**src/design/host_map_pkg.sv**
```systemverilog
// Host bus and register map
`default_nettype none

package host_map_pkg;

  // ----------------------------------------------------------------------
  // Wishbone host bus widths
  // ----------------------------------------------------------------------
  localparam int HOST_ADDR_W = 16;
  localparam int HOST_DATA_W = 32;
  localparam int HOST_SEL_W  = 4;

  // Bit 15 of the byte address picks the memory window
  localparam int MEM_WIN_BIT = 15;
  localparam int REG_OFF_W   = MEM_WIN_BIT - 2;

  // Word offsets inside the register window
  localparam logic [REG_OFF_W-1:0] REG_ID0   = 13'd0;
  localparam logic [REG_OFF_W-1:0] REG_ID1   = 13'd1;
  localparam logic [REG_OFF_W-1:0] REG_VLED  = 13'd2;
  localparam logic [REG_OFF_W-1:0] REG_VDIP  = 13'd3;
  localparam logic [REG_OFF_W-1:0] REG_CYCLE = 13'd4;

  localparam logic [HOST_DATA_W-1:0] CL_ID0 = 32'hF000_1D0F;
  localparam logic [HOST_DATA_W-1:0] CL_ID1 = 32'h1D51_FEDD;

  localparam int               VLED_W     = 16;
  localparam logic [VLED_W-1:0] VLED_VALUE = 16'hBEEF;

  typedef struct packed {
    logic                   cyc;
    logic                   stb;
    logic                   we;
    logic [HOST_ADDR_W-1:0] adr;
    logic [HOST_DATA_W-1:0] dat;
    logic [HOST_SEL_W-1:0]  sel;
  } host_req_t;

  typedef struct packed {
    logic                   ack;
    logic [HOST_DATA_W-1:0] dat;
  } host_rsp_t;

  typedef struct packed {
    logic [VLED_W-1:0]      vled;
    logic [VLED_W-1:0]      vdip;
    logic [HOST_DATA_W-1:0] cycle;
  } status_t;

endpackage

`default_nettype wire

```
**src/design/host_status_regs.sv**
```systemverilog
// Shell status registers
`default_nettype none

module host_status_regs (
  input  wire                                      clk_main_a0,
  input  wire                                      rst_main_n_sync,
  input  wire  logic [host_map_pkg::VLED_W-1:0]    sh_cl_status_vdip_i,
  output host_map_pkg::status_t                    status_o
);

  logic [host_map_pkg::VLED_W-1:0] vdip_q1;
  logic [host_map_pkg::VLED_W-1:0] vdip_q2;
  host_map_pkg::status_t           status_q;

  // ----------------------------------------------------------------------
  // DIP synchronizer, LED value and cycle counter
  // ----------------------------------------------------------------------
  always_ff @(posedge clk_main_a0) begin
    if (!rst_main_n_sync) begin
      vdip_q1  <= '0;
      vdip_q2  <= '0;
      status_q <= '0;
    end else begin
      // Two flops for the asynchronous switches
      vdip_q1        <= sh_cl_status_vdip_i;
      vdip_q2        <= vdip_q1;
      status_q.vdip  <= vdip_q2;
      // LEDs show a fixed pattern once out of reset
      status_q.vled  <= host_map_pkg::VLED_VALUE;
      // Free running, wraps silently
      status_q.cycle <= status_q.cycle + 1'b1;
    end
  end

  assign status_o = status_q;

endmodule

`default_nettype wire

```
**config.mk**
```make
export PLATFORM = sky130hd
export DESIGN_NAME = host_status_regs
export DESIGN_NICKNAME = d
export VERILOG_FILES = /design/src/design/host_map_pkg.sv /design/src/design/host_status_regs.sv
export SDC_FILE = /design/constraint.sdc
export NUM_CORES = 1
export LEC_CHECK = 0
export BUFFER_PORTS_ARGS = -buffer_cell sky130_fd_sc_hd__buf_2
export CORE_MARGIN = 10
export CORE_UTILIZATION = 58
export CTS_BUF_LIST = sky130_fd_sc_hd__clkbuf_4
export DETAILED_ROUTE_END_ITERATION = 6
export PLACE_DENSITY = 0.87
export SLEW_MARGIN = 15
export SYNTH_ARGS = -nofsm -noshare
export SYNTH_HDL_FRONTEND = slang
export SYNTH_SLANG_ARGS = --single-unit
```
**constraint.sdc**
```tcl
create_clock -name clk_main_a0 -period 3.7 [get_ports clk_main_a0]
set_input_delay 0.37 -clock clk_main_a0 [delete_from_list [all_inputs] [get_ports clk_main_a0]]
set_output_delay 0.37 -clock clk_main_a0 [all_outputs]
set_load 0.02 [all_outputs]
```
* After elaboration in Yosys (flattened, before gate mapping)
Cells that the tools add are included.
Operators by class: mux-type cells 1, add/sub/neg operators 1
Operator list (count):
- $mux 64 | 1
- $add 32x1->32 const B | 1
Storage, ports and cells: flip-flop bits (word level) 96, bits of input ports 18, output and inout bits 64, word-level logic and storage cells 7

* Logic depth before layout (Yosys ltp)
word-level depth 2, gate-level depth with buffers 7, gate-level depth less buffers 5

* Least setup slack after synthesis
Ideal clock, no wire load.
kind register -> register, start point register status_q, in the netlist status_o[0], end point register status_q, in the netlist status_o[30], setup slack 1.598 ns, required time 3.628 ns, cell stages (with the launch flop) 8, arrival 2.031 ns, path buffers 2, path through dfxtp_1 > ha_1 > nand4_1 > or3_1 > clkbuf_1 > buf_2 > nor4_1 > mux2i_1
Between the ends: word-level cells in the longest chain between the ends 1
Ends and longest elaborated chain:
- from (decl) | line host_status_regs.sv:13 | host_map_pkg::status_t status_q;
- $add 32x1->32 | line host_status_regs.sv:31 | status_q.cycle <= status_q.cycle + 1'b1;
No other way between the ends. A chain may end at the register's enable or synchronous reset.

* Worst setup path in the final report
start point register status_q, in the netlist status_o[0], end point register status_q, in the netlist status_o[28]
The elaborated chain is that of the path after synthesis.

==> flow_summary.yaml <==
clocking:
  cts_max_level: 3
  cts_hold_buf: 0
  post_cts_buffers: 0
  cts.clk_slew.worst_paths_ns: 0.13
  post_cts_resized: 0
  cts_root_buf: "clkbuf_4"
  clk_path_buf_depth: 2
  cts_sinks: 81
  cts_buffers: 9
  cts_tree: "built"
  clk_latency_ns: 0.42
layout:
  syn_to_final_growth_pct: 15.0
  layout-drive-gt1-share: 0.261
  layout.nets: 378
  n_antenna_cell: 0
  utilization: 0.701
  regArea_sq_um: 1620
  fillers: 418
  stdcell_area_sq_um: 3380
  multiInputGateArea_sq_um: 1130
sta:
  tightest_slew_ns: 0.750
  hold_viol_final: 0
  drv_slew: 0
  fmax_ghz: 0.444
  clock_skew_ns: 0.00661
  finalCritPeriodShare: 0.608
  slew_headroom: 0.499
  min_period_ns: 2.25
  rsz0062_at_grt: "false"
  tns_ns: 0
  finalSetupViolCount: 0
synthesis:
  synthTopCellsByCount: "dfxtp_1 (81), and2_1 (51), nand2_1 (18)"
  dominantRegCellSynth: "dfxtp_1"
  synth_top_cell_by_area: "dfxtp_1"
  synth_top_cell_area_share: 0.552
  synth-seq-cells: 81
  synth.area.top_cells: "dfxtp_1 (55%), and2_1 (11%), buf_4 (3.8%)"
  ys_types: 32
  synthesis.area_sq_um: 2940
  synth_edf_count: 0
  synth.most_common_cell: "dfxtp_1"
  synth.avg_cell_area_sq_um: 9.92
  yosysWarnings: 0
  synthCells: 296
  async_flop_share: 0
  ys_seq_area_frac: 0.552
pwr:
  p_sw_frac: 0.259
  seq_power_share: 0.628
  powerDensity_nw_per_um2: 427
  internal_power_mw: 1.07
  p_sw_mw: 0.373
  p_comb_frac: 0.055
  p_clk_frac: 0.317
  p_leak_nw: 1.42
  ir_drop_uv: 315
worst_setup_path:
  slowest_delay_ns: 0.58
  cp_max_fo: 15
  worst_setup_path_start_kind: "register"
  critical-path-slowest-cell: "or4_1"
  crit_chain: "ha_1 > nand4_1 > or3_1 > or4_1 > a21oi_1"
  cp_data_required_time_ns: 4.06
  crit_buf_inv: 0
  critical_path_class: "reg2reg"
  endpoint_kind: "register"
  crit_arrival_ns: 2.61
  cp_top_family: "simple AND/OR/NAND/NOR gates"
global_routing:
  antenna_found_initial: 1
  grt_pass1_vias: 2148
  grt_max_degree: 65
  grt_pass1_wl_microns: 10100
  grt-ovfl-total: 0
  track_usage: 0.148
die:
  die-height_microns: 91.2
  core_area_sq_um: 4820
  num_io_pins: 82
  dieArea_sq_um: 8310
  rows: 25
  die_x_microns: 91.2
  initial_core_util: 0.610
placed_design:
  dp_hpwl_microns: 4450
  postPlaceCellArea_sq_um: 3260
  port_buffers: 78
  gp_congestion: 0.881
drt:
  drt-total-wl_microns: 6160
  postRouteAntennaNets: 0
  first_iter_violations: 125
  vias_per_cell: 5.19
  drt_pass1_iterations: 4
  num_vias: 2235
  drc: 0
  routedWlPerCell_microns: 14.3
hold_path:
  min_path_type: "in2reg"
run_status:
  outcome: "finished clean"
flow_run:
  drv_cap: 0
per-layer routing:
metal	vias up	global-route usage	part of all wire
met5	-	0	0.0016
met4	2	0.0927	0.027
met3	16	0.0634	0.10
met2	83	0.243	0.48
met1	1011	0.154	0.39
li1	1123	-	-
worst register-to-register path: stages (launching register included):
cell	delay [ns]
dfxtp_1	0.41
ha_1	0.27
nand4_1	0.21
or3_1	0.57
or4_1	0.58
a21oi_1	0.16
power groups by stage:
stage	clock network, mW	registers (mW)	logic, mW
floorplan	0	0.933	0.0513
global placement	0	0.923	0.0782
detailed placement	0	0.924	0.0801
CTS	0.465	0.905	0.0805
global route	0.507	0.908	0.0880
finish	0.457	0.905	0.0790
cells in the final DEF, fill, tap and decap left out, types with 2 or more instances in the layout:
cell type / Yosys / final
nand4_1: 6 / 6
o41ai_1: 2 / 2
xnor2_1: 6 / 6
nor2_1: 11 / 11
or3_1: 5 / 5
o21ai_0: 4 / 4
nand2b_1: 6 / 6
inv_6: 0 / 2
inv_1: 5 / 5
nand2_1: 18 / 18
nand3_1: 8 / 8
mux2i_1: 4 / 4
or4_1: 10 / 10
o31ai_1: 9 / 9
nor3_1: 3 / 3
and3_1: 3 / 3
and4_1: 4 / 4
clkinv_4: 0 / 2
and2_1: 51 / 51
xor2_1: 4 / 4
buf_2: 3 / 78
conb_1: 1 / 3
clkinvlp_4: 0 / 2
nor4_1: 7 / 7
a21oi_1: 13 / 13
dfxtp_1: 81 / 81
clkbuf_4: 0 / 9
state kept, by name (all words and copies together) (netlist names):
signal and flops:
status_o 49, vdip_q1 16, vdip_q2 16
path summary, 6_finish.rpt:
check / start / endpoint / slack, ns / cells after the start
setup / recovery: status_o[0] / status_o[28] / 1.45 / 5
hold / removal: sh_cl_status_vdip_i[12] / vdip_q1[12] / 0.14 / 2
hold reg to reg: vdip_q1[8] / vdip_q2[8] / 0.44 / 1
setup reg to reg: status_o[0] / status_o[28] / 1.45 / 5
area by class of cell:
| class | instances | share of cell area |
|---|---|---|
| tap | 67 | 0.0248 |
| multi-input combinational | 183 | 0.336 |
| clock inverter | 7 | 0.0159 |
| timing repair buffer | 79 | 0.118 |
| sequential | 81 | 0.480 |
| inverter | 5 | 0.00556 |
| clock buffer | 9 | 0.0200 |
cells by family after synthesis:
group | share of synthesized area
and+or+nand+nor | 0.265
DFF | 0.552
buffers and inverters | 0.0639
AOI/OAI and AO/OA | 0.0695
xor gates and xnor gates | 0.0298
muxes | 0.0136
adders and majority gates | 0.00426
other | 0.00128
metrics by stage:
step / total power [mW] / setup WS [ns] / hold slack (ns) / std cells
global placement: 1.00 / 1.62 / 0.410 / 415
global route: 1.50 / 1.32 / 0.109 / 431
floorplan: 0.984 / 1.60 / 0.398 / 298
finish: 1.44 / 1.45 / 0.136 / 431
detailed placement: 1.00 / 1.49 / 0.413 / 415
CTS: 1.45 / 1.46 / 0.116 / 431
(Power assumes the default switching activity.)
