[src/design/host_map_pkg.sv]
// Host bus and register map
`default_nettype none

package host_map_pkg;

  // ----------------------------------------------------------------------
  // Wishbone host bus widths
  // ----------------------------------------------------------------------
  localparam int HOST_ADDR_W = 16;
  localparam int HOST_DATA_W = 32;
  localparam int HOST_SEL_W  = 4;

  // Bit 15 of the byte address picks the memory window
  localparam int MEM_WIN_BIT = 15;
  localparam int REG_OFF_W   = MEM_WIN_BIT - 2;

  // Word offsets inside the register window
  localparam logic [REG_OFF_W-1:0] REG_ID0   = 13'd0;
  localparam logic [REG_OFF_W-1:0] REG_ID1   = 13'd1;
  localparam logic [REG_OFF_W-1:0] REG_VLED  = 13'd2;
  localparam logic [REG_OFF_W-1:0] REG_VDIP  = 13'd3;
  localparam logic [REG_OFF_W-1:0] REG_CYCLE = 13'd4;

  localparam logic [HOST_DATA_W-1:0] CL_ID0 = 32'hF000_1D0F;
  localparam logic [HOST_DATA_W-1:0] CL_ID1 = 32'h1D51_FEDD;

  localparam int               VLED_W     = 16;
  localparam logic [VLED_W-1:0] VLED_VALUE = 16'hBEEF;

  typedef struct packed {
    logic                   cyc;
    logic                   stb;
    logic                   we;
    logic [HOST_ADDR_W-1:0] adr;
    logic [HOST_DATA_W-1:0] dat;
    logic [HOST_SEL_W-1:0]  sel;
  } host_req_t;

  typedef struct packed {
    logic                   ack;
    logic [HOST_DATA_W-1:0] dat;
  } host_rsp_t;

  typedef struct packed {
    logic [VLED_W-1:0]      vled;
    logic [VLED_W-1:0]      vdip;
    logic [HOST_DATA_W-1:0] cycle;
  } status_t;

endpackage

`default_nettype wire

[src/design/mc_link_pkg.sv]
// Manycore link packet format
`default_nettype none

package mc_link_pkg;

  // ----------------------------------------------------------------------
  // Link field widths
  // ----------------------------------------------------------------------
  localparam int MC_X_W        = 4;
  localparam int MC_Y_W        = 4;
  localparam int MC_EPA_W      = 8;
  localparam int MC_DATA_W     = 32;
  localparam int MC_MASK_W     = MC_DATA_W / 8;
  localparam int MC_LOAD_ID_W  = 5;
  localparam int MC_LOAD_PAD_W = MC_DATA_W - MC_LOAD_ID_W;
  localparam int MC_MEM_WORDS  = 1 << MC_EPA_W;

  // Node coordinates on the link
  localparam logic [MC_X_W-1:0] HOST_X = 4'd0;
  localparam logic [MC_Y_W-1:0] HOST_Y = 4'd0;
  localparam logic [MC_X_W-1:0] MEM_X  = 4'd1;
  localparam logic [MC_Y_W-1:0] MEM_Y  = 4'd0;

  typedef enum logic [1:0] {
    MC_OP_LOAD  = 2'd0,
    MC_OP_STORE = 2'd1,
    MC_OP_RESP  = 2'd2
  } mc_op_e;

  typedef struct packed {
    logic [MC_LOAD_PAD_W-1:0] pad;
    logic [MC_LOAD_ID_W-1:0]  load_id;
  } mc_load_info_t;

  // Stores carry a data word, loads carry their ID
  typedef union packed {
    logic [MC_DATA_W-1:0] data;
    mc_load_info_t        load_info;
  } mc_payload_u;

  typedef struct packed {
    mc_op_e                op;
    logic [MC_MASK_W-1:0]  mask;
    logic [MC_EPA_W-1:0]   epa;
    mc_payload_u           payload;
    logic [MC_X_W-1:0]     src_x;
    logic [MC_Y_W-1:0]     src_y;
    logic [MC_X_W-1:0]     dst_x;
    logic [MC_Y_W-1:0]     dst_y;
  } mc_packet_t;

endpackage

`default_nettype wire

[src/design/host_mc_bridge.sv]
// Wishbone to manycore link bridge
`default_nettype none

module host_mc_bridge (
  input  wire                              clk_main_a0,
  input  wire                              rst_main_n_sync,
  input  wire  host_map_pkg::host_req_t    host_req_i,
  output host_map_pkg::host_rsp_t          host_rsp_o,
  input  wire  host_map_pkg::status_t      status_i,
  output logic                             req_v_o,
  output mc_link_pkg::mc_packet_t          req_pkt_o,
  input  wire                              rsp_v_i,
  input  wire  mc_link_pkg::mc_packet_t    rsp_pkt_i
);

  logic                                   ack_q;
  logic [host_map_pkg::HOST_DATA_W-1:0]   dat_q;
  logic                                   busy_q;
  logic                                   req_v_q;
  mc_link_pkg::mc_packet_t                req_pkt_q;
  mc_link_pkg::mc_packet_t                req_pkt_d;
  logic [mc_link_pkg::MC_LOAD_ID_W-1:0]   load_id_q;
  logic                                   new_acc;
  logic                                   mem_win;
  logic [host_map_pkg::REG_OFF_W-1:0]     reg_off;
  logic [host_map_pkg::HOST_DATA_W-1:0]   reg_rdata;
  logic                                   rsp_match;

  // A new access is taken only with nothing in flight and no ack pending
  assign new_acc = host_req_i.cyc && host_req_i.stb && !ack_q && !busy_q;
  assign mem_win = host_req_i.adr[host_map_pkg::MEM_WIN_BIT];
  assign reg_off = host_req_i.adr[host_map_pkg::MEM_WIN_BIT-1:2];

  // ----------------------------------------------------------------------
  // Register window read mux
  // ----------------------------------------------------------------------
  always_comb begin
    case (reg_off)
      host_map_pkg::REG_ID0:   reg_rdata = host_map_pkg::CL_ID0;
      host_map_pkg::REG_ID1:   reg_rdata = host_map_pkg::CL_ID1;
      host_map_pkg::REG_VLED:  reg_rdata = {16'h0000, status_i.vled};
      host_map_pkg::REG_VDIP:  reg_rdata = {16'h0000, status_i.vdip};
      host_map_pkg::REG_CYCLE: reg_rdata = status_i.cycle;
      default:                 reg_rdata = '0;
    endcase
  end

  // ----------------------------------------------------------------------
  // Request packet from the current Wishbone access
  // ----------------------------------------------------------------------
  always_comb begin
    req_pkt_d.op    = host_req_i.we ? mc_link_pkg::MC_OP_STORE : mc_link_pkg::MC_OP_LOAD;
    req_pkt_d.mask  = host_req_i.sel;
    req_pkt_d.epa   = host_req_i.adr[mc_link_pkg::MC_EPA_W+1:2];
    req_pkt_d.src_x = mc_link_pkg::HOST_X;
    req_pkt_d.src_y = mc_link_pkg::HOST_Y;
    req_pkt_d.dst_x = mc_link_pkg::MEM_X;
    req_pkt_d.dst_y = mc_link_pkg::MEM_Y;
    if (host_req_i.we) begin
      req_pkt_d.payload.data = host_req_i.dat;
    end else begin
      req_pkt_d.payload.load_info.pad     = '0;
      req_pkt_d.payload.load_info.load_id = load_id_q;
    end
  end

  // Load responses echo the load ID in the low epa bits
  assign rsp_match = rsp_v_i && busy_q
                  && (rsp_pkt_i.op == mc_link_pkg::MC_OP_RESP)
                  && (rsp_pkt_i.dst_x == mc_link_pkg::HOST_X)
                  && (rsp_pkt_i.dst_y == mc_link_pkg::HOST_Y)
                  && ((req_pkt_q.op == mc_link_pkg::MC_OP_STORE)
                      || (rsp_pkt_i.epa[mc_link_pkg::MC_LOAD_ID_W-1:0]
                          == req_pkt_q.payload.load_info.load_id));

  // ----------------------------------------------------------------------
  // Control state
  // ----------------------------------------------------------------------
  // Only one access is ever outstanding, so the endpoint needs no ready
  always_ff @(posedge clk_main_a0) begin
    if (!rst_main_n_sync) begin
      ack_q     <= 1'b0;
      busy_q    <= 1'b0;
      req_v_q   <= 1'b0;
      load_id_q <= '0;
    end else begin
      ack_q   <= (new_acc && !mem_win) || rsp_match;
      req_v_q <= new_acc && mem_win;
      if (new_acc && mem_win) begin
        busy_q <= 1'b1;
      end else if (rsp_match) begin
        busy_q <= 1'b0;
      end
      if (new_acc && mem_win && !host_req_i.we) begin
        load_id_q <= load_id_q + 1'b1;
      end
    end
  end

  // Payload registers
  always_ff @(posedge clk_main_a0) begin
    if (new_acc && mem_win) begin
      req_pkt_q <= req_pkt_d;
    end
    if (new_acc && !mem_win) begin
      dat_q <= reg_rdata;
    end else if (rsp_match) begin
      dat_q <= rsp_pkt_i.payload.data;
    end
  end

  assign host_rsp_o.ack = ack_q;
  assign host_rsp_o.dat = dat_q;
  assign req_v_o        = req_v_q;
  assign req_pkt_o      = req_pkt_q;

endmodule

`default_nettype wire

[config.mk]
export PLATFORM = sky130hd
export DESIGN_NAME = host_mc_bridge
export DESIGN_NICKNAME = d
export VERILOG_FILES = /design/src/design/host_map_pkg.sv /design/src/design/mc_link_pkg.sv /design/src/design/host_mc_bridge.sv
export SDC_FILE = /design/constraint.sdc
export NUM_CORES = 1
export LEC_CHECK = 0
export BUFFER_PORTS_ARGS = -buffer_cell sky130_fd_sc_hd__buf_4
export CELL_PAD_IN_SITES_DETAIL_PLACEMENT = 1
export CELL_PAD_IN_SITES_GLOBAL_PLACEMENT = 1
export CORE_AREA = 5 5 122 124
export DETAILED_ROUTE_END_ITERATION = 16
export DIE_AREA = 0 0 127 129
export MAX_ROUTING_LAYER = met4
export PLACE_DENSITY_LB_ADDON = 0.1
export SETUP_SLACK_MARGIN = 0.3
export SKIP_CTS_REPAIR_TIMING = 1
export SYNTH_ARGS = -nofsm -noshare
export SYNTH_HDL_FRONTEND = slang
export SYNTH_SLANG_ARGS = --single-unit
export TNS_END_PERCENT = 20
[constraint.sdc]
create_clock -name clk_main_a0 -period 4.55 [get_ports clk_main_a0]
set_clock_uncertainty 0.15 [all_clocks]
set_input_delay 0.455 -clock clk_main_a0 [delete_from_list [all_inputs] [get_ports clk_main_a0]]
set_output_delay 0.455 -clock clk_main_a0 [all_outputs]
set_load 0.005 [all_outputs]
* Word-level counts from Yosys, hierarchy flattened
Cells that the tools add are included.
** Storage, ports and cells
- Bits in registers :: 86
- Input port bits :: 184
- Output and inout bits :: 96
- Word-level logic and storage cells :: 47
** Operators by class
- Add/sub/neg operators :: 1
- Eq/ne operators :: 7
- Multiplexer cells :: 7
- Reductions and logical operators :: 22
** Operators with widths (count)
- one-hot mux 32 bit (5 select lines) :: 1
- two-way mux 32 bit :: 2
- equality test 13 x 2 -> 1 bit (second input constant) :: 2
- equality test 13 x 1 -> 1 bit (second input constant) :: 1
- equality test 13 x 3 -> 1 bit (second input constant) :: 1
- zero test 13 bit :: 1
- logical AND 1 bit :: 11
- zero test 4 bit :: 2
- adder 5 x 1 -> 5 bit (second input constant) :: 1
- equality test 5 bit :: 1
- two-way mux 5 bit :: 1
- zero test 1 bit :: 4
- nonzero test 2 bit :: 2
- two-way mux 1 bit :: 3
- equality test 2 x 1 -> 1 bit (second input constant) :: 1
- equality test 2 bit (second input constant) :: 1
- logical OR 1 bit :: 2

* Logic depth before layout (Yosys ltp)
Gate-level depths: netlist of the first run.
- Depth in word-level cells :: 7
- Mapped depth :: 7
- Gate-level depth less buffers :: 4

* Least setup slack after synthesis of the first run
OpenSTA, ideal clock, no wires.
- Path kind :: in2reg
- Start :: input port rsp_pkt_i[1] in the netlist's numbering
- End :: register dat_q[0] in the netlist's numbering, enable pin
- Setup time :: 0.390 ns
- Arrival :: 2.034 ns
- Setup slack :: 1.976 ns
- Stages :: 3
- Path buffers :: 0
- Cell sequence :: or4_1 nor4_1 or3_1
** On the way
- Longest elaborated chain between the ends :: 4
** RTL lines
- start, declared :: RTL line host_mc_bridge.sv:13 : input wire mc_link_pkg::mc_packet_t rsp_pkt_i
- zero test 4 bit :: RTL line host_mc_bridge.sv:71 : && (rsp_pkt_i.dst_y == mc_link_pkg::HOST_Y)
- logical AND 1 bit :: RTL line host_mc_bridge.sv:71
- logical AND 1 bit :: RTL line host_mc_bridge.sv:72 : && ((req_pkt_q.op == mc_link_pkg::MC_OP_STORE)
- nonzero test 2 bit (no source line)
- end signal, assigned :: RTL line host_mc_bridge.sv:106 : dat_q <= reg_rdata;
- end signal, assigned :: RTL line host_mc_bridge.sv:108 : dat_q <= rsp_pkt_i.payload.data;
- end, declared :: RTL line host_mc_bridge.sv:17 : logic [host_map_pkg::HOST_DATA_W-1:0] dat_q;
Every way passes these cells.
A chain may end at the register's enable or synchronous reset.

* Worst setup path in the final report of the first run
- Start :: register busy_q
- End :: register dat_q[17] in the netlist's numbering (data pin)
** On the way
- Longest elaborated chain between the ends :: 4
** RTL lines
- start, declared :: RTL line host_mc_bridge.sv:18 : logic busy_q;
- start signal, assigned :: RTL line host_mc_bridge.sv:83 : busy_q <= 1'b0;
- start signal, assigned :: RTL line host_mc_bridge.sv:90 : busy_q <= 1'b1;
- start signal, assigned :: RTL line host_mc_bridge.sv:92 : busy_q <= 1'b0;
- zero test 1 bit :: RTL line host_mc_bridge.sv:30 : assign new_acc = host_req_i.cyc && host_req_i.stb && !ack_q && !busy_q;
- logical AND 1 bit :: RTL line host_mc_bridge.sv:30
- logical AND 1 bit :: RTL line host_mc_bridge.sv:105 : if (new_acc && !mem_win) begin
- two-way mux 32 bit :: RTL line host_mc_bridge.sv:105
Every way passes these cells.

==> out/results.ini, run 1 <==
[outcome]
status = finished, final reports clean

[critical_path]
crit_required_ns = 4.60
worst_path_largest_cell_delay_ns = 0.66
worst_setup_path_start_kind = flop
cp_max_fo = 26
reg2regPathDepth = 5
endpoint_kind = flop
ff2ff_setup_slack_ns = 2.08
cp_slowest_cell = nor3_1
r2r-start = busy_q
path_cells = and4bb_1 > nand2b_2 > buf_4 > nor3_1 > a22o_1
criticalPathCategory = reg2reg
arrival_ns = 2.52
r2r_end = dat_q[17]

[synthesis]
synthArstFlopShare_pct = 0
synth_area_mm2 = 0.00401
synth_cell_types = 46
ys_ff_latch = 85
synth_ff_type = edfxtp_1
avgSynthCellArea_um2 = 11.8
ys_warn_count = 0
syn_inst = 340
synth_edf_count = 77
ys_seq_area_share_pct = 61.7

[floorplan]
start_util_pct = 29.3
io_pins = 280
die_h_um = 129
die-width_um = 127
core_area_mm2 = 0.0137
dieArea_mm2 = 0.0164
fp-row-count = 43

[clocking]
cts_sinks = 85
cts.clk_slew.worst_paths_ns = 0.07
cts_tree = done
cts_inserted_buffers = 9
ctsRootBufferMaster = clkbuf_16
clock_latency_ns = 0.34
cts-htree-levels = 3
clock_path_buffers = 2

[timing]
setup_tns_ns = 0
setup_viol = 0
min_period_over_period_pct = 54.3
hold_slack_ns = 0.135
clock.fmax_mhz = 405
rsz0062_at_grt = no
hold_violations = 0
maxSlewHeadroom_pct = 24.7
worst_pin_slew_ns = 1.13
fin_crit_ns = 2.47
drv_slew = 0

[place]
portBuffers = 245
dp.final_hpwl_um = 10800
gp_congestion = 0.801

[route]
drc = 0
postRouteAntennaNets = 0
drt_iter0_markers = 151
vias_per_cell = 4.60
wl_per_cell_um = 18.5
firstDrtPassIters = 4
num_vias = 3507
routed_wl_um = 14100

[grt]
track_usage_pct = 17.2
grt_max_degree = 47
grt_pass1_vias = 3755
antenna_found_initial = 0
grt_pass1_wl_um = 21000
overflow = 0

[final_layout]
num-fill-cells = 1530
fin_util_pct = 45.7
area_delta_synth_final_pct = 55.8
final_net_count = 763
n_antenna_cell = 0
drive_gt1_share_pct = 47.2

[min_path]
hold_path.startpoint = host_req_i[2]
worstHoldPathCells = 1
hp-class = in2reg
holdPathEnd = req_pkt_o[58]

[run]
max-cap-violations = 0

[power]
p_leak_nw = 2.70
ir_drop_v = 0.000188
power_density_mw_per_mm2 = 314

## layout by cell type (no fill, tap or decap), types with 3 or more instances in the layout
cell	instances
inv_1	8
a22o_1	6
nor3_1	5
nor2_1	13
dfxtp_1	8
o31a_1	8
a21oi_1	32
edfxtp_1	77
nor2b_1	3
mux2_2	4
nand3_1	3
and2_1	27
clkbuf_16	9
conb_1	17
o31ai_1	5
nand2_1	38
o21ai_0	4
xnor2_1	5
mux2i_1	8
o21ai_1	18
buf_4	248
## Yosys cell counts (3+ instances only)
cell	number	area share (%)
edfxtp_1	77	58
o31ai_1	5	0.94
o31a_1	8	1.7
nor3_1	5	0.62
buf_2	4	0.50
clkbuf_1	8	0.75
mux2i_1	8	2.0
dfxtp_1	8	4.0
nor2b_1	3	0.47
mux2_2	4	1.1
a22o_1	6	1.3
xnor2_1	5	1.1
buf_4	19	3.6
buf_6	3	0.84
nand3_1	3	0.37
o21ai_0	4	0.50
o21ai_1	18	2.2
a21oi_1	32	4.0
inv_1	8	0.75
nor2_1	13	1.2
nand2_1	38	3.6
and2_1	28	4.4
## registers in the layout, indices dropped and copies added, names as in the netlist
name	count
ack_q	1
busy_q	1
dat_q	32
load_id_q	5
req_pkt_o	45
req_v_o	1
## power breakdown
part           switching (mW)  internal [mW]  total [mW]  leakage, nW
Combinational           0.105          0.154       0.259         1.77
Sequential            0.00800          0.883       0.891        0.776
Clock                   0.326          0.485       0.811        0.158
Total                   0.439           1.52        1.96         2.70
## worst max-delay path: cells and delay by family (launching register included)
kind / cells / cell delay [ns]
AO/OA/AOI/OAI: 1 / 0.24
flip-flops: 1 / 0.34
buffers and inverters: 1 / 0.32
AND/OR/NAND/NOR: 3 / 1.29
## cell families (layout without fill, tap and decap cells)
kind of cell | Yosys count | count (layout) | synth area share, %
AOI/OAI and AO/OA | 82 | 82 | 12.5
xor gates and xnor gates | 7 | 7 | 1.53
adders and majority gates | 1 | 1 | 0.312
buffers and inverters | 44 | 272 | 6.58
DFF | 85 | 85 | 61.7
muxes | 12 | 12 | 3.12
other | 2 | 17 | 0.187
and+or+nand+nor | 107 | 107 | 14.1
## how the worst max path moves through the flow
stage                               from        end  cells after the start
after floorplan             rsp_pkt_i[1]   dat_q[0]                      3
after global placement    host_req_i[53]  dat_q[21]                      6
after detailed placement  host_req_i[53]  dat_q[17]                      6
after CTS                         busy_q  dat_q[17]                      5
after global routing              busy_q  dat_q[17]                      5
final                             busy_q  dat_q[17]                      5
## layout make-up
cell class	count	area [µm²]	share of cell area [%]
tap	180	225	3.61
multi-input combinational	226	1330	21.4
inverter	8	30.0	0.481
timing repair buffer	248	1860	29.8
clock buffer	9	225	3.61
sequential	85	2470	39.6
clock inverter	7	97.6	1.56
## metrics by stage
step	area [µm²]	instances	setup slack, ns	power, mW
2_1_floorplan	4070	355	1.98	1.01
3_3_place_gp	5920	747	1.92	1.16
3_5_place_dp	5920	747	1.90	1.17
4_1_cts	6250	763	2.03	1.99
5_1_grt	6250	763	1.92	2.05
6_report	6250	763	2.08	1.96
## per-layer routing
metal	wire (µm)	up-vias	global-route usage (%)	share of wire (%)
met2	7250	144	28.9	51
met5	0	-	-	0
li1	-	1676	-	-
met4	275	0	6.56	2.0
met3	804	17	3.15	5.7
met1	5770	1670	20.7	41
No activity file was read; power rests on OpenSTA's default activity.
==> inputs of run 2 (changes only) <==
--- a/config.mk
+++ b/config.mk
@@ -5,12 +5,13 @@
 export SDC_FILE = /design/constraint.sdc
 export NUM_CORES = 1
 export LEC_CHECK = 0
+export ABC_AREA = 1
 export BUFFER_PORTS_ARGS = -buffer_cell sky130_fd_sc_hd__buf_4
 export CELL_PAD_IN_SITES_DETAIL_PLACEMENT = 1
 export CELL_PAD_IN_SITES_GLOBAL_PLACEMENT = 1
-export CORE_AREA = 5 5 122 124
+export CORE_AREA = 5 5 134 136
 export DETAILED_ROUTE_END_ITERATION = 16
-export DIE_AREA = 0 0 127 129
+export DIE_AREA = 0 0 139 141
 export MAX_ROUTING_LAYER = met4
 export PLACE_DENSITY_LB_ADDON = 0.1
 export SETUP_SLACK_MARGIN = 0.3
==> constraint.sdc (replaced) <==
create_clock -name clk_main_a0 -period 2.17 [get_ports clk_main_a0]
set_clock_uncertainty 0.15 [all_clocks]
set_input_delay 0.217 -clock clk_main_a0 [delete_from_list [all_inputs] [get_ports clk_main_a0]]
set_output_delay 0.217 -clock clk_main_a0 [all_outputs]
set_load 0.005 [all_outputs]
==> out/results.ini, run 2 <==
[outcome]
status = complete, but fails checks
violations = negative hold slack

[route]
firstDrtPassIters = 4
drt_iter0_markers = 204
vias_per_cell = 4.23
num_vias = 4303
wl_per_cell_um = 15.2
postRouteAntennaNets = 0
drc = 0
routed_wl_um = 15500

[power]
power_density_mw_per_mm2 = 545
pwr-share-clk_pct = 37.4
p_switching_mw = 0.906
ir_drop_v = 0.000344
p_int_mw = 2.95
switching_share_pct = 23.5
power_frac_comb_pct = 14.5
sequentialPowerShare_pct = 48.1
p_leak_nw = 3.58

[final_layout]
drive_gt1_share_pct = 37.5
final_common_cell = buf_4
layout_common_cells = 252 x buf_4, 181 x nand2_1, 77 x edfxtp_1
n_antenna_cell = 0
area_delta_synth_final_pct = 60.4
largest_register_ffs = 45
fin_cells = 1017
num-fill-cells = 2028
final_net_count = 972

[min_path]
hold_path.startpoint = host_req_i[30]
hp-class = in2reg

[synthesis]
syn_inst = 509
synth_cell_types = 25
synth.most_common_cell = nand2_1
synth_area_mm2 = 0.00442
synth_edf_count = 77
synth_area_leaders = edfxtp_1 52%, nand2_1 16%, inv_1 5.7%
synth_ff_type = edfxtp_1
avgSynthCellArea_um2 = 8.67
yosys-top-cells-count = 184 x nand2_1, 77 x edfxtp_1, 67 x inv_1, 42 x nand3_1, 32 x nor2_1
ys_seq_area_share_pct = 56.0
ys_ff_latch = 85
yosysTopAreaCellShare_pct = 52.4
synthArstFlopShare_pct = 0
yosys.area.top_type = edfxtp_1
ys_warn_count = 0

[place]
portBuffers = 245
gp_congestion = 0.851
dp.cells = 967
dp.final_hpwl_um = 11900

[timing]
rsz0062_at_grt = yes
fin_crit_ns = 1.75
hold_slack_ns = -0.0128
maxSlewHeadroom_pct = 66.4
setup_tns_ns = 0
clock.fmax_mhz = 573
worst_pin_slew_ns = 0.503
drv_slew = 0
setup_viol = 0
hold_violations = 6
min_period_over_period_pct = 80.4

[critical_path]
critPathMostFrequentCell = nand2_1
arrival_ns = 1.64
criticalPathCategory = reg2reg
worst_path_largest_cell_delay_ns = 0.42
cp-startpoint = req_pkt_o[16]
worst_setup_path_start_kind = flop
crit_required_ns = 2.07
cp_slowest_cell = edfxtp_1
cp_max_fo = 16
path_cells = inv_1 > nand2_1 > nand2_1 > nand2_1 > nor2_1 > nand2_1 > nand2_1 > nand2_2 > nand2_4 > buf_12
r2r-start = req_pkt_o[16]
endpoint_kind = flop

[clocking]
cts.clk_slew.worst_paths_ns = 0.07
cts_tree = done
clock_latency_ns = 0.33
ctsRootBufferMaster = clkbuf_16
cts-htree-levels = 3
cts_inserted_buffers = 9
cts_sinks = 85
clock_path_buffers = 2

[run]
max-cap-violations = 0

[floorplan]
fp-row-count = 48
io_pins = 280
die-width_um = 139
start_util_pct = 26.3
core_area_mm2 = 0.0168
dieArea_mm2 = 0.0196
die_h_um = 141

[grt]
overflow = 0
grt_pass1_vias = 4440
grt_max_degree = 48
antenna_found_initial = 0
track_usage_pct = 15.4
grt_pass1_wl_um = 23300

==> run 2: power by group through the flow <==
| stage | Combinational (mW) | Sequential, mW | Clock, mW |
|---|---|---|---|
| 2_1_floorplan | 0.172 | 1.90 | 0 |
| 3_3_place_gp | 0.497 | 1.89 | 0 |
| 3_5_place_dp | 0.510 | 1.90 | 0 |
| 4_1_cts | 0.512 | 1.86 | 1.51 |
| 5_1_grt | 0.618 | 1.86 | 1.58 |
| 6_report | 0.559 | 1.86 | 1.44 |
==> run 2: logic make-up after synthesis <==
| logic type | count (synthesis) | share of synthesized area [%] |
|---|---|---|
| adder cells (fa/ha/maj) | 1 | 0.283 |
| flip-flops | 85 | 56.0 |
| other | 2 | 0.170 |
| XOR/XNOR | 2 | 0.397 |
| AO/OA/AOI/OAI | 14 | 1.59 |
| buffers and inverters | 105 | 11.7 |
| AND/OR/NAND/NOR | 300 | 29.9 |
==> run 2: cell type report <==
class / count / area (µm²) / share of cell area, %
Sequential cell: 85 / 2470 / 34.9
Timing Repair Buffer: 288 / 2290 / 32.3
Multi-Input combinational cell: 334 / 1500 / 21.2
Tap cell: 225 / 282 / 3.98
Inverter: 69 / 262 / 3.69
Clock buffer: 9 / 225 / 3.18
Clock inverter: 7 / 48.8 / 0.689
==> run 2: worst paths after layout <==
check,endpoint,slack [ns],cells past startpoint
worst max-delay path,dat_q[2],0.42,10
worst min-delay path,req_pkt_o[42],-0.01,3
worst max register to register,dat_q[2],0.42,10
worst min register to register,load_id_q[4],0.33,2
==> run 2: per-stage QoR <==
step | worst slack (ns) | power, mW | util [%] | cell area [µm²]
2_1_floorplan | 0.168 | 2.07 | - | 4480
3_3_place_gp | 0.337 | 2.39 | 38.3 | 6440
3_5_place_dp | 0.269 | 2.41 | 38.3 | 6440
4_1_cts | 0.363 | 3.88 | 39.9 | 6720
5_1_grt | 0.263 | 4.06 | 42.1 | 7080
6_report | 0.424 | 3.86 | 42.1 | 7080
==> run 2: routing by layer <==
layer / vias to the layer above / routed length, µm / global-route usage [%]
met5: - / 0 / -
met4: 0 / 222 / 5.36
met3: 17 / 971 / 4.07
met2: 154 / 7990 / 26.0
met1: 1983 / 6320 / 17.8
li1: 2149 / - / -
==> run 2: worst max-delay path, delay by kind of cell (launching register included) <==
kind	cells	cell delay, ns
DFF	1	0.42
and+or+nand+nor	8	0.63
buffers and inverters	2	0.25
==> inputs of run 3 (changes only) <==
--- a/config.mk
+++ b/config.mk
@@ -9,9 +9,9 @@
 export BUFFER_PORTS_ARGS = -buffer_cell sky130_fd_sc_hd__buf_4
 export CELL_PAD_IN_SITES_DETAIL_PLACEMENT = 1
 export CELL_PAD_IN_SITES_GLOBAL_PLACEMENT = 1
-export CORE_AREA = 5 5 134 136
+export CORE_AREA = 5 5 128 130
 export DETAILED_ROUTE_END_ITERATION = 16
-export DIE_AREA = 0 0 139 141
+export DIE_AREA = 0 0 133 135
 export MAX_ROUTING_LAYER = met4
 export PLACE_DENSITY_LB_ADDON = 0.1
 export SETUP_SLACK_MARGIN = 0.3
==> constraint.sdc (replaced) <==
create_clock -name clk_main_a0 -period 1.65 [get_ports clk_main_a0]
set_clock_uncertainty 0.15 [all_clocks]
set_input_delay 0.165 -clock clk_main_a0 [delete_from_list [all_inputs] [get_ports clk_main_a0]]
set_output_delay 0.165 -clock clk_main_a0 [all_outputs]
set_load 0.005 [all_outputs]
==> out/results.ini, run 3 (synthesis results as in run 2) <==
[run]
max-cap-violations = 0

[timing]
setup_slack_ns = -0.0153
hold_slack_ns = -0.0232
fin_crit_ns = 1.67
drv_slew = 0
setup_tns_ns = -0.251
rsz0062_at_grt = yes
setup_viol = 23
clock.fmax_mhz = 601
hold_violations = 1
min_period_over_period_pct = 101

[clocking]
ctsRootBufferMaster = clkbuf_16
cts_inserted_buffers = 9
cts-htree-levels = 3
clock_path_buffers = 2
cts_sinks = 85
cts_tree = done
clock_latency_ns = 0.34
cts.clk_slew.worst_paths_ns = 0.06

[final_layout]
num-fill-cells = 1703
drive_gt1_share_pct = 43.1
multi_input_area_mm2 = 0.00180
seq_area_mm2 = 0.00247
fin_cells = 1041
largest_register_ffs = 45
final_common_cell = buf_4
area_delta_synth_final_pct = 81.5
layout_common_cells = 257 x buf_4, 136 x nand2_1, 82 x dlygate4sd3_1
n_antenna_cell = 0
final_net_count = 1033

[min_path]
hp-class = in2reg

[grt]
grt_pass1_vias = 4607
grt_max_degree = 46
grt_pass1_wl_um = 23300
use_met3_pct = 4.92
antenna_found_initial = 0
grtUsageMet1_pct = 18.4
busiest_layer = met2
overflow = 0
track_usage_pct = 16.9
grtUsageMet2_pct = 29.3

[power]
power_density_mw_per_mm2 = 658
p_leak_nw = 4.09
ir_drop_v = 0.000465

[critical_path]
criticalPathCategory = reg2reg
cp_max_fo = 15
arrival_ns = 1.57
worst_setup_path_start_kind = flop
endpoint_kind = flop
crit_required_ns = 1.56

[floorplan]
die_h_um = 135
dieArea_mm2 = 0.0180
core_area_mm2 = 0.0150
die-width_um = 133
fp-row-count = 45
io_pins = 280
start_util_pct = 29.4

[route]
drc = 0
wl_per_cell_um = 16.3
num_vias = 4661
firstDrtPassIters = 4
vias_per_cell = 4.48
drt_iter0_markers = 152
routed_wl_um = 17000
postRouteAntennaNets = 0

[place]
dp.cells = 941
dp.final_hpwl_um = 12300
dpl_worst_slack_ns = -0.0505
gp_congestion = 0.922
portBuffers = 245

[outcome]
status = complete, but fails checks
violations = negative hold slack, negative setup slack

-- run 3: worst max-delay path, cell delays in order, from the launching register on --
cell and delay (ns):
edfxtp_1 0.42, inv_1 0.08, nand2_1 0.04, nand2_1 0.05
nand2_1 0.05, nor2_1 0.08, nand2_1 0.05, nand2_1 0.07
nand2_2 0.08, nand2_4 0.14, buf_12 0.16
-- run 3: path summary, 6_finish.rpt --
path	slack (ns)	endpoint	startpoint	cells past startpoint
max	-0.02	dat_q[10]	req_pkt_o[19]	10
min	-0.02	req_pkt_o[16]	host_req_i[4]	3
max reg2reg	-0.02	dat_q[10]	req_pkt_o[19]	10
min reg2reg	0.33	load_id_q[4]	load_id_q[4]	2
-- run 3: metal layers --
layer	vias up	routed length, µm
met2	173	9000
met4	0	376
met3	22	1110
met5	-	0
li1	2277	-
met1	2189	6490
-- run 3: per-stage QoR --
| step | cell area [µm²] | power, mW | util, % |
|---|---|---|---|
| finish | 8020 | 5.27 | 53.3 |
| global route | 8020 | 5.50 | 53.3 |
| CTS | 6800 | 5.09 | 45.3 |
| detailed placement | 6530 | 3.18 | 43.4 |
| global placement | 6530 | 3.16 | 43.4 |
| floorplan | 4480 | 2.72 | - |
-- run 3: cell type report --
type	count	share of cell area [%]
inverter	69	3.39
clock buffer	9	2.81
clock inverter	7	0.624
timing repair buffer	349	36.9
sequential	85	30.9
multi-input combinational	334	22.4
tap	188	2.93
-- run 3: power by group --
part / switching [mW] / total [mW] / internal (mW)
registers: 0.0218 / 2.45 / 2.43
logic: 0.375 / 0.924 / 0.549
clock network: 0.874 / 1.90 / 1.03
total: 1.27 / 5.27 / 4.00
